==> config.mk <==
export PLATFORM = sky130hd
export DESIGN_NAME = ex_stage
export DESIGN_NICKNAME = d
export VERILOG_FILES = /design/src/ex_pkg.sv /design/src/ex_alu.sv /design/src/ex_divider.sv /design/src/ex_mem_req.sv /design/src/ex_stage.sv
export SDC_FILE = /design/constraint.sdc
export NUM_CORES = 2
export LEC_CHECK = 0
export BUFFER_PORTS_ARGS = -buffer_cell sky130_fd_sc_hd__buf_2
export CAP_MARGIN = 0
export CORE_UTILIZATION = 50
export CTS_CLUSTER_DIAMETER = 100
export DETAILED_ROUTE_END_ITERATION = 10
export GPL_TIMING_DRIVEN = 0
export PLACE_DENSITY = 0.74
export SLEW_MARGIN = 25
export SYNTH_ARGS = -nofsm -noshare
export SYNTH_HDL_FRONTEND = slang
export SYNTH_SLANG_ARGS = --single-unit
==> constraint.sdc <==
create_clock -name clk -period 23.2 [get_ports clk]
set_clock_uncertainty 0.05 [all_clocks]
set_input_delay 2.32 -clock clk [delete_from_list [all_inputs] [get_ports clk]]
set_output_delay 2.32 -clock clk [all_outputs]
set_load 0.03 [all_outputs]
==> src/ex_pkg.sv <==
`default_nettype none

package ex_pkg;

    // datapath widths
    localparam int XLEN       = 32;   // data and address
    localparam int REG_ADDR_W = 5;    // gpr index
    localparam int TIME_W     = 64;   // stable counter
    localparam int STRB_W     = 4;    // byte strobes per word

    // alu operations, decode picks one per instruction
    typedef enum logic [3:0] {
        ALU_ADD,
        ALU_SUB,
        ALU_SLT,
        ALU_SLTU,
        ALU_AND,
        ALU_OR,
        ALU_NOR,
        ALU_XOR,
        ALU_SLL,
        ALU_SRL,
        ALU_SRA,
        ALU_LUI,
        ALU_MUL          // low word only
    } alu_op_e;

    // load / store kinds
    typedef enum logic [3:0] {
        MEM_NONE,
        MEM_LD_W,
        MEM_LD_B,
        MEM_LD_BU,
        MEM_LD_H,
        MEM_LD_HU,
        MEM_ST_W,
        MEM_ST_B,
        MEM_ST_H
    } mem_op_e;

    // divider ops, none means alu or mem path
    typedef enum logic [2:0] {
        DIV_NONE,
        DIV_W,
        DIV_WU,
        MOD_W,
        MOD_WU
    } div_op_e;

    // rdcntvl / rdcntvh select
    typedef enum logic [1:0] {
        RDCNT_NONE,
        RDCNT_LOW,
        RDCNT_HIGH
    } rdcnt_e;

    // sram size field encoding
    typedef enum logic [1:0] {
        SIZE_BYTE = 2'd0,
        SIZE_HALF = 2'd1,
        SIZE_WORD = 2'd2
    } mem_size_e;

    function automatic logic is_load_op(mem_op_e op);
        return op inside {MEM_LD_W, MEM_LD_B, MEM_LD_BU, MEM_LD_H, MEM_LD_HU};
    endfunction

    function automatic logic is_store_op(mem_op_e op);
        return op inside {MEM_ST_W, MEM_ST_B, MEM_ST_H};
    endfunction

endpackage

`default_nettype wire

==> src/ex_alu.sv <==
`default_nettype none

module ex_alu
    import ex_pkg::*;
(
    input  alu_op_e         alu_op,
    input  logic [XLEN-1:0] src1,
    input  logic [XLEN-1:0] src2,
    output logic [XLEN-1:0] result
);

    logic [4:0]      shamt;      // shift amount from src2 low bits
    logic [XLEN-1:0] sum;
    logic [XLEN-1:0] diff;
    logic [XLEN-1:0] mul_low;
    logic            lt_signed;
    logic            lt_unsigned;

    assign shamt = src2[4:0];
    assign sum   = src1 + src2;
    assign diff  = src1 - src2;

    // low word is the same for signed and unsigned
    assign mul_low = src1 * src2;

    assign lt_signed   = $signed(src1) < $signed(src2);
    assign lt_unsigned = src1 < src2;

    always_comb
    begin
        case (alu_op)
            ALU_ADD:  result = sum;
            ALU_SUB:  result = diff;
            ALU_SLT:  result = {{(XLEN-1){1'b0}}, lt_signed};     // 0 or 1
            ALU_SLTU: result = {{(XLEN-1){1'b0}}, lt_unsigned};
            ALU_AND:  result = src1 & src2;
            ALU_OR:   result = src1 | src2;
            ALU_NOR:  result = ~(src1 | src2);
            ALU_XOR:  result = src1 ^ src2;
            ALU_SLL:  result = src1 << shamt;
            ALU_SRL:  result = src1 >> shamt;
            ALU_SRA:  result = $unsigned($signed(src1) >>> shamt);  // keep sign bit
            // decode already placed the upper immediate in src2
            ALU_LUI:  result = src2;
            ALU_MUL:  result = mul_low;
            default:  result = '0;
        endcase
    end

endmodule

`default_nettype wire

==> src/ex_divider.sv <==
`default_nettype none

module ex_divider
    import ex_pkg::*;
(
    input  logic            clk,
    input  logic            reset,
    input  logic            flush,
    input  logic            start,
    input  div_op_e         div_op,
    input  logic [XLEN-1:0] dividend,
    input  logic [XLEN-1:0] divisor,
    output logic [XLEN-1:0] result,
    output logic            result_valid
);

    logic            busy;
    logic [5:0]      step;        // 0..31 shift steps, 32 is sign fix
    logic [XLEN-1:0] rem;         // partial remainder
    logic [XLEN-1:0] quo;         // dividend shifts out, quotient shifts in
    logic [XLEN-1:0] dvs;         // divisor magnitude
    logic            neg_q;
    logic            neg_r;
    logic            is_mod;

    logic            op_signed;
    logic [XLEN-1:0] a_mag;
    logic [XLEN-1:0] b_mag;
    logic [XLEN:0]   partial;
    logic [XLEN:0]   trial;
    logic            fix_step;

    assign op_signed = (div_op == DIV_W) || (div_op == MOD_W);

    // magnitudes for the unsigned core
    assign a_mag = (op_signed && dividend[XLEN-1]) ? -dividend : dividend;
    assign b_mag = (op_signed && divisor[XLEN-1])  ? -divisor  : divisor;

    // bring down next dividend bit and try subtracting
    assign partial = {rem, quo[XLEN-1]};
    assign trial   = partial - {1'b0, dvs};

    assign fix_step = step[5];    // all 32 steps done

    // control
    always_ff @(posedge clk)
    begin
        if (reset || flush)
        begin
            busy         <= 1'b0;
            result_valid <= 1'b0;
        end
        else if (start)
        begin
            busy         <= 1'b1;
            result_valid <= 1'b0;    // old result gone on new op
        end
        else if (busy && fix_step)
        begin
            busy         <= 1'b0;
            result_valid <= 1'b1;    // held until next start or flush
        end
    end

    // datapath
    always_ff @(posedge clk)
    begin
        if (start)
        begin
            step   <= '0;
            rem    <= '0;
            quo    <= a_mag;
            dvs    <= b_mag;
            neg_q  <= op_signed && (dividend[XLEN-1] ^ divisor[XLEN-1]);
            neg_r  <= op_signed && dividend[XLEN-1];   // remainder follows dividend
            is_mod <= (div_op == MOD_W) || (div_op == MOD_WU);
        end
        else if (busy && !fix_step)
        begin
            step <= step + 6'd1;
            // divide by zero never goes negative so quotient ends all ones
            if (!trial[XLEN])
            begin
                rem <= trial[XLEN-1:0];
                quo <= {quo[XLEN-2:0], 1'b1};
            end
            else
            begin
                rem <= partial[XLEN-1:0];
                quo <= {quo[XLEN-2:0], 1'b0};
            end
        end
        else if (busy)
        begin
            if (is_mod)
                result <= neg_r ? -rem : rem;
            else
                result <= neg_q ? -quo : quo;
        end
    end

endmodule

`default_nettype wire

==> src/ex_mem_req.sv <==
`default_nettype none

module ex_mem_req
    import ex_pkg::*;
(
    input  mem_op_e           mem_op,
    input  logic [XLEN-1:0]   addr,
    input  logic [XLEN-1:0]   store_data,
    output mem_size_e         size,
    output logic [STRB_W-1:0] wstrb,
    output logic [XLEN-1:0]   wdata,
    output logic              wr,
    output logic              is_mem,
    output logic              ale
);

    logic word_op;
    logic half_op;
    logic is_load;

    assign is_load = is_load_op(mem_op);
    assign wr      = is_store_op(mem_op);
    assign is_mem  = is_load || wr;

    assign word_op = (mem_op == MEM_LD_W) || (mem_op == MEM_ST_W);
    assign half_op = (mem_op == MEM_LD_H) || (mem_op == MEM_LD_HU) || (mem_op == MEM_ST_H);

    // byte ops may sit at any offset
    assign ale = (word_op && (addr[1:0] != 2'b00)) || (half_op && addr[0]);

    always_comb
    begin
        if (word_op)
            size = SIZE_WORD;
        else if (half_op)
            size = SIZE_HALF;
        else
            size = SIZE_BYTE;   // byte ops and no-op
    end

    // strobes only for stores
    always_comb
    begin
        case (mem_op)
            MEM_ST_W: wstrb = 4'b1111;
            MEM_ST_B: wstrb = 4'b0001 << addr[1:0];   // one lane by offset
            MEM_ST_H: wstrb = addr[1] ? 4'b1100 : 4'b0011;
            default:  wstrb = 4'b0000;
        endcase
    end

    // narrow stores replicated so any lane carries the data
    always_comb
    begin
        case (mem_op)
            MEM_ST_W: wdata = store_data;
            MEM_ST_B: wdata = {4{store_data[7:0]}};
            MEM_ST_H: wdata = {2{store_data[15:0]}};
            default:  wdata = '0;
        endcase
    end

endmodule

`default_nettype wire

==> src/ex_stage.sv <==
`default_nettype none

module ex_stage
    import ex_pkg::*;
(
    input  logic                  clk,
    input  logic                  reset,
    input  logic                  flush,

    // from decode
    input  logic                  in_valid,
    output logic                  allow_in,
    input  logic [XLEN-1:0]       pc,
    input  logic [XLEN-1:0]       rj_value,
    input  logic [XLEN-1:0]       rkd_value,
    input  logic [XLEN-1:0]       imm,
    input  logic [REG_ADDR_W-1:0] dest,
    input  logic                  gr_we,
    input  alu_op_e               alu_op,
    input  logic                  src1_is_pc,
    input  logic                  src2_is_imm,
    input  mem_op_e               mem_op,
    input  div_op_e               div_op,
    input  rdcnt_e                rdcnt,

    input  logic [TIME_W-1:0]     time_cnt,

    // to memory stage
    input  logic                  next_allow_in,
    output logic                  out_valid,
    output logic [XLEN-1:0]       out_pc,
    output logic                  out_gr_we,
    output logic [REG_ADDR_W-1:0] out_dest,
    output logic [XLEN-1:0]       out_result,
    output mem_op_e               out_mem_op,
    output logic                  out_ale,
    output logic [1:0]            out_addr_low,

    // data sram
    output logic                  data_sram_req,
    output logic                  data_sram_wr,
    output mem_size_e             data_sram_size,
    output logic [STRB_W-1:0]     data_sram_wstrb,
    output logic [XLEN-1:0]       data_sram_addr,
    output logic [XLEN-1:0]       data_sram_wdata,
    input  logic                  data_sram_addr_ok,

    // forwarding back to decode
    output logic                  fwd_valid,
    output logic                  fwd_we,
    output logic [REG_ADDR_W-1:0] fwd_dest,
    output logic                  fwd_is_load,
    output logic [XLEN-1:0]       fwd_result
);

    logic                  es_valid;
    logic                  just_loaded;   // first cycle of the held item
    logic [XLEN-1:0]       es_pc;
    logic [XLEN-1:0]       es_rj_value;
    logic [XLEN-1:0]       es_rkd_value;
    logic [XLEN-1:0]       es_imm;
    logic [REG_ADDR_W-1:0] es_dest;
    logic                  es_gr_we;
    alu_op_e               es_alu_op;
    logic                  es_src1_is_pc;
    logic                  es_src2_is_imm;
    mem_op_e               es_mem_op;
    div_op_e               es_div_op;
    rdcnt_e                es_rdcnt;

    logic [XLEN-1:0] alu_src1;
    logic [XLEN-1:0] alu_src2;
    logic [XLEN-1:0] alu_result;
    logic [XLEN-1:0] mem_addr;
    logic [XLEN-1:0] div_result;
    logic            div_result_valid;
    logic            div_start;
    logic            div_done;
    logic [XLEN-1:0] cnt_word;
    logic [XLEN-1:0] calc_result;
    logic            is_mem;
    logic            mem_ale;
    logic            ale;
    logic            is_div;
    logic            accept;
    logic            ready_go;

    assign accept = in_valid && allow_in;

    // valid bit, flush wins over a same-cycle accept
    always_ff @(posedge clk)
    begin
        if (reset || flush)
            es_valid <= 1'b0;
        else if (allow_in)
            es_valid <= in_valid;
    end

    always_ff @(posedge clk)
    begin
        if (reset)
            just_loaded <= 1'b0;
        else
            just_loaded <= accept && !flush;
    end

    // stage register payload
    always_ff @(posedge clk)
    begin
        if (accept)
        begin
            es_pc          <= pc;
            es_rj_value    <= rj_value;
            es_rkd_value   <= rkd_value;
            es_imm         <= imm;
            es_dest        <= dest;
            es_gr_we       <= gr_we;
            es_alu_op      <= alu_op;
            es_src1_is_pc  <= src1_is_pc;
            es_src2_is_imm <= src2_is_imm;
            es_mem_op      <= mem_op;
            es_div_op      <= div_op;
            es_rdcnt       <= rdcnt;
        end
    end

    assign alu_src1 = es_src1_is_pc  ? es_pc  : es_rj_value;
    assign alu_src2 = es_src2_is_imm ? es_imm : es_rkd_value;
    assign mem_addr = alu_src1 + alu_src2;   // base plus offset

    ex_alu u_alu (
        .alu_op (es_alu_op),
        .src1   (alu_src1),
        .src2   (alu_src2),
        .result (alu_result)
    );

    assign is_div    = es_div_op != DIV_NONE;
    assign div_start = just_loaded && es_valid && is_div;   // one pulse per divide op
    // result_valid from the previous op still up during the start cycle
    assign div_done  = div_result_valid && !just_loaded;

    ex_divider u_divider (
        .clk          (clk),
        .reset        (reset),
        .flush        (flush),
        .start        (div_start),
        .div_op       (es_div_op),
        .dividend     (es_rj_value),
        .divisor      (es_rkd_value),
        .result       (div_result),
        .result_valid (div_result_valid)
    );

    ex_mem_req u_mem_req (
        .mem_op     (es_mem_op),
        .addr       (mem_addr),
        .store_data (es_rkd_value),
        .size       (data_sram_size),
        .wstrb      (data_sram_wstrb),
        .wdata      (data_sram_wdata),
        .wr         (data_sram_wr),
        .is_mem     (is_mem),
        .ale        (mem_ale)
    );

    assign ale = es_valid && mem_ale;

    // counter word, then divider, then alu
    assign cnt_word    = (es_rdcnt == RDCNT_HIGH) ? time_cnt[TIME_W-1:XLEN]
                                                  : time_cnt[XLEN-1:0];
    assign calc_result = (es_rdcnt != RDCNT_NONE) ? cnt_word
                       : is_div                   ? div_result
                       : alu_result;

    // request only when memory stage can take the item on addr_ok
    assign data_sram_req  = es_valid && is_mem && !mem_ale && next_allow_in;
    assign data_sram_addr = mem_addr;

    always_comb
    begin
        if (mem_ale)
            ready_go = 1'b1;   // goes on at once with no request
        else if (is_mem)
            ready_go = data_sram_req && data_sram_addr_ok;
        else if (is_div)
            ready_go = div_done;
        else
            ready_go = 1'b1;
    end

    assign allow_in  = !es_valid || (ready_go && next_allow_in);
    assign out_valid = es_valid && ready_go;

    assign out_pc       = es_pc;
    assign out_gr_we    = es_gr_we && !ale;   // no writeback on misaligned load
    assign out_dest     = es_dest;
    assign out_result   = calc_result;
    assign out_mem_op   = es_mem_op;
    assign out_ale      = ale;
    assign out_addr_low = mem_addr[1:0];

    assign fwd_valid   = es_valid;
    assign fwd_we      = es_gr_we;
    assign fwd_dest    = es_dest;
    assign fwd_is_load = is_load_op(es_mem_op);   // decode stalls instead of forwarding
    assign fwd_result  = calc_result;

endmodule

`default_nettype wire

==> impl_metrics.csv <==
group,metric,value,unit
die,std_cell_rows,103,
clock_network,clockBufferDepth,3,
clock_network,postCtsSetupBuffers,0,
setup_path,reg2reg_setup_slack,14.18,ns
die,start_util,0.507,
grt,gr-usage-all-layers,0.495,
clock_network,tritoncts,"yes",
logic_synthesis,synthTopCellsByArea,"fa_1 20%, edfxtp_1 19%, ha_1 8.0%",
logic_synthesis,synth.most_common_cell,"nor2_1",
routing,vias_per_cell,6.54,
routing,drtAntennaViolNets,0,
logic_synthesis,synth_top_area_cell,"fa_1",
logic_synthesis,synth_cell_types,75,
logic_synthesis,syn-num-nets,5605,
setup_path,cp_top_family,"adder cells",
routing,routed_wl,206000,microns
logic_synthesis,synth_edf_count,248,
placement,place_hpwl,168000,microns
logic_synthesis,yosys-top-cells-count,"601 x nor2_1, 520 x inv_1, 481 x nand2_1",
routing,drtPass1Iterations,8,
sta,slew_viol_final,0,
sta,rsz0062_at_grt,"no",
logic_synthesis,avgSynthCellArea,8.51,sq um
routing,vias,40900,
finish,area_growth,13.0,%
grt,grt_max_degree,38,
setup_path,worst-path-max-fanout,11,
sta,post-route-period-util,0.693,
setup_path,path_class,"flop to output pin",
clock_network,clk_latency,0.60,ns
sta,hold_viol,0,
die,core_area,79300,sq um
clock_network,postCtsHoldBufs,0,
job,maxCapViolCount,0,
clock_network,cts.sinks,290,
grt,grt-ovfl-total,0,
grt,grt_pass1_vias,39000,
routing,drc,0,
clock_network,cts.clk_slew.worst_paths,0.06,ns
logic_synthesis,netlist_area,40200,sq um
routing,drt-initial-drc-count,5998,
setup_path,end_kind,"output pin",
setup_path,critPathLaunchType,"flop",
setup_path,cp_slowest_cell,"mux2i_1",
setup_path,critPathMaxStageDelay,0.91,ns
setup_path,crit_arrival,13.71,ns
run_status,status,"complete, no violations",
logic_synthesis,yosysSeqAreaShare,0.206,
setup_path,worst-path-buf-inv,11,
sta,worstMarginPinSlew,1.36,ns
logic_synthesis,ys_ff_latch,290,
finish,drive_above_1_share,0.119,
sta,tns,0,ns
finish,fillers,7198,
setup_path,required,20.83,ns
grt,grt_pass1_wl,286000,microns
die,die-area,81500,sq um
logic_synthesis,synth_top_cell_area_share,0.205,
logic_synthesis,synth_ff_type,"edfxtp_1",
routing,wire_per_inst,32.9,microns
sta,finalSetupViolCount,0,
die,pin_count,410,
die,die_h,285,microns
clock_network,htree_levels,1,
sta,fin_crit,16.08,ns
placement,gp_congestion,1.14,
grt,antenna_found_initial,16,
logic_synthesis,async_flop_share,0,
sta,relSlewSlack,0.0924,
clock_network,cts-buffers-inserted,28,
logic_synthesis,postSynthCellCount,4718,
setup_path,cpMostUsedCell,"fa_1",
die,die_x,285,microns
sta,fmax,62.2,MHz
clock_network,post_cts_resized,0,
clock_network,cts_root_buf,"clkbuf_16",
hold_path,hold_path_class,"flop to flop",
finish,layout.nets,6072,
placement,port_buffers,409,
logic_synthesis,yosysWarnings,0,
cell families (layout without fill, tap and decap cells):
group,count (synthesis),count (layout),share of synthesized area
AO/OA/AOI/OAI,1018,1018,0.162
XOR/XNOR,285,285,0.0622
adder cells (fa/ha/maj),668,668,0.285
buffers and inverters,846,1331,0.0828
flip-flops,290,290,0.206
multiplexers,212,212,0.0533
other,0,6,0
AND/OR/NAND/NOR,1399,1399,0.149
routing by layer:
metal  vias to the layer above  track usage  wire (microns)
met1                     19900        0.621           75700
met4                        18        0.348           18100
li1                      16900            -               -
met5                         -            0             124
met3                       762        0.174           27900
met2                      3331        0.711           83800
cells in the final DEF (no fill, tap or decap), drive strengths merged, types with 9 or more instances in the layout:
| cell | synthesis | layout |
|---|---|---|
| fa | 411 | 411 |
| o22ai | 19 | 19 |
| nor4 | 23 | 23 |
| mux2i | 198 | 198 |
| o21bai | 20 | 20 |
| xnor2 | 195 | 195 |
| nor3 | 66 | 66 |
| or3 | 25 | 25 |
| buf | 86 | 522 |
| clkinv | 16 | 28 |
| a221o | 13 | 13 |
| xor2 | 90 | 90 |
| o31ai | 43 | 43 |
| o21ai | 271 | 271 |
| a221oi | 42 | 42 |
| nor3b | 9 | 9 |
| nor2b | 23 | 23 |
| a211oi | 27 | 27 |
| inv | 520 | 520 |
| a21o | 47 | 47 |
| o221ai | 33 | 33 |
| o21a | 16 | 16 |
| nor2 | 601 | 601 |
| nand3 | 45 | 45 |
| clkbuf | 224 | 256 |
| dfxtp | 42 | 42 |
| a31oi | 20 | 20 |
| or4 | 18 | 18 |
| nand2 | 481 | 481 |
| o211ai | 34 | 34 |
| nand2b | 40 | 40 |
| a21oi | 295 | 295 |
| and3 | 33 | 33 |
| o41ai | 19 | 19 |
| and2 | 12 | 12 |
| a22oi | 17 | 17 |
| edfxtp | 248 | 248 |
| a22o | 20 | 20 |
| mux2 | 14 | 14 |
| ha | 257 | 257 |
final timing paths:
| path | cells past startpoint | to | start |
|---|---|---|---|
| max | 32 | out_result[24] | es_src2_is_imm |
| max reg2reg | 20 | es_imm[13] | es_src2_is_imm |
| min reg2reg | 2 | u_divider.step[1] | u_divider.step[1] |
| min | 2 | u_divider.step[1] | u_divider.step[1] |
tightest hold or removal path: cells and delay by family, from the launching register on:
| kind | cells | cell delay [ns] |
|---|---|---|
| AOI/OAI and AO/OA | 1 | 0.06 |
| DFF | 1 | 0.33 |
| and+or+nand+nor | 1 | 0.07 |
state kept, by name, indices dropped and copies added, names as in the netlist, 2 cells and up:
register	flops
u_divider.quo	32
fwd_dest	5
u_divider.step	6
es_imm	32
out_mem_op	4
u_divider.dvs	32
u_divider.result	32
es_rdcnt	2
es_alu_op	4
es_div_op	3
out_pc	32
es_rkd_value	32
es_rj_value	32
u_divider.rem	32
through the flow:
stage / util / hold WS, ns / std cells / instance area [sq um] / setup WS [ns]
finish: 0.572 / 0.453 / 6259 / 45400 / 7.12
global route: 0.572 / 0.489 / 6253 / 45400 / 7.36
CTS: 0.572 / 0.453 / 6251 / 45300 / 7.69
detailed placement: 0.560 / 0.442 / 6203 / 44400 / 8.31
global placement: 0.549 / 0.416 / 6177 / 43500 / 5.96
floorplan: - / 0.404 / 4718 / 40200 / 11.13
cell type report:
type / instances / area [sq um] / area share
multi-input combinational: 3582 / 29000 / 0.639
sequential: 290 / 8290 / 0.183
clock buffer: 31 / 712 / 0.0157
buffer: 310 / 1330 / 0.0293
clock inverter: 17 / 200 / 0.00441
timing repair buffer: 437 / 2520 / 0.0555
antenna: 6 / 15.0 / 0.000331
inverter: 536 / 2010 / 0.0444
tap: 1050 / 1310 / 0.0290
Power is left out: the tool's default activity adds up to more than one toggle a clock period on the data nets, which glitch-free logic cannot reach.
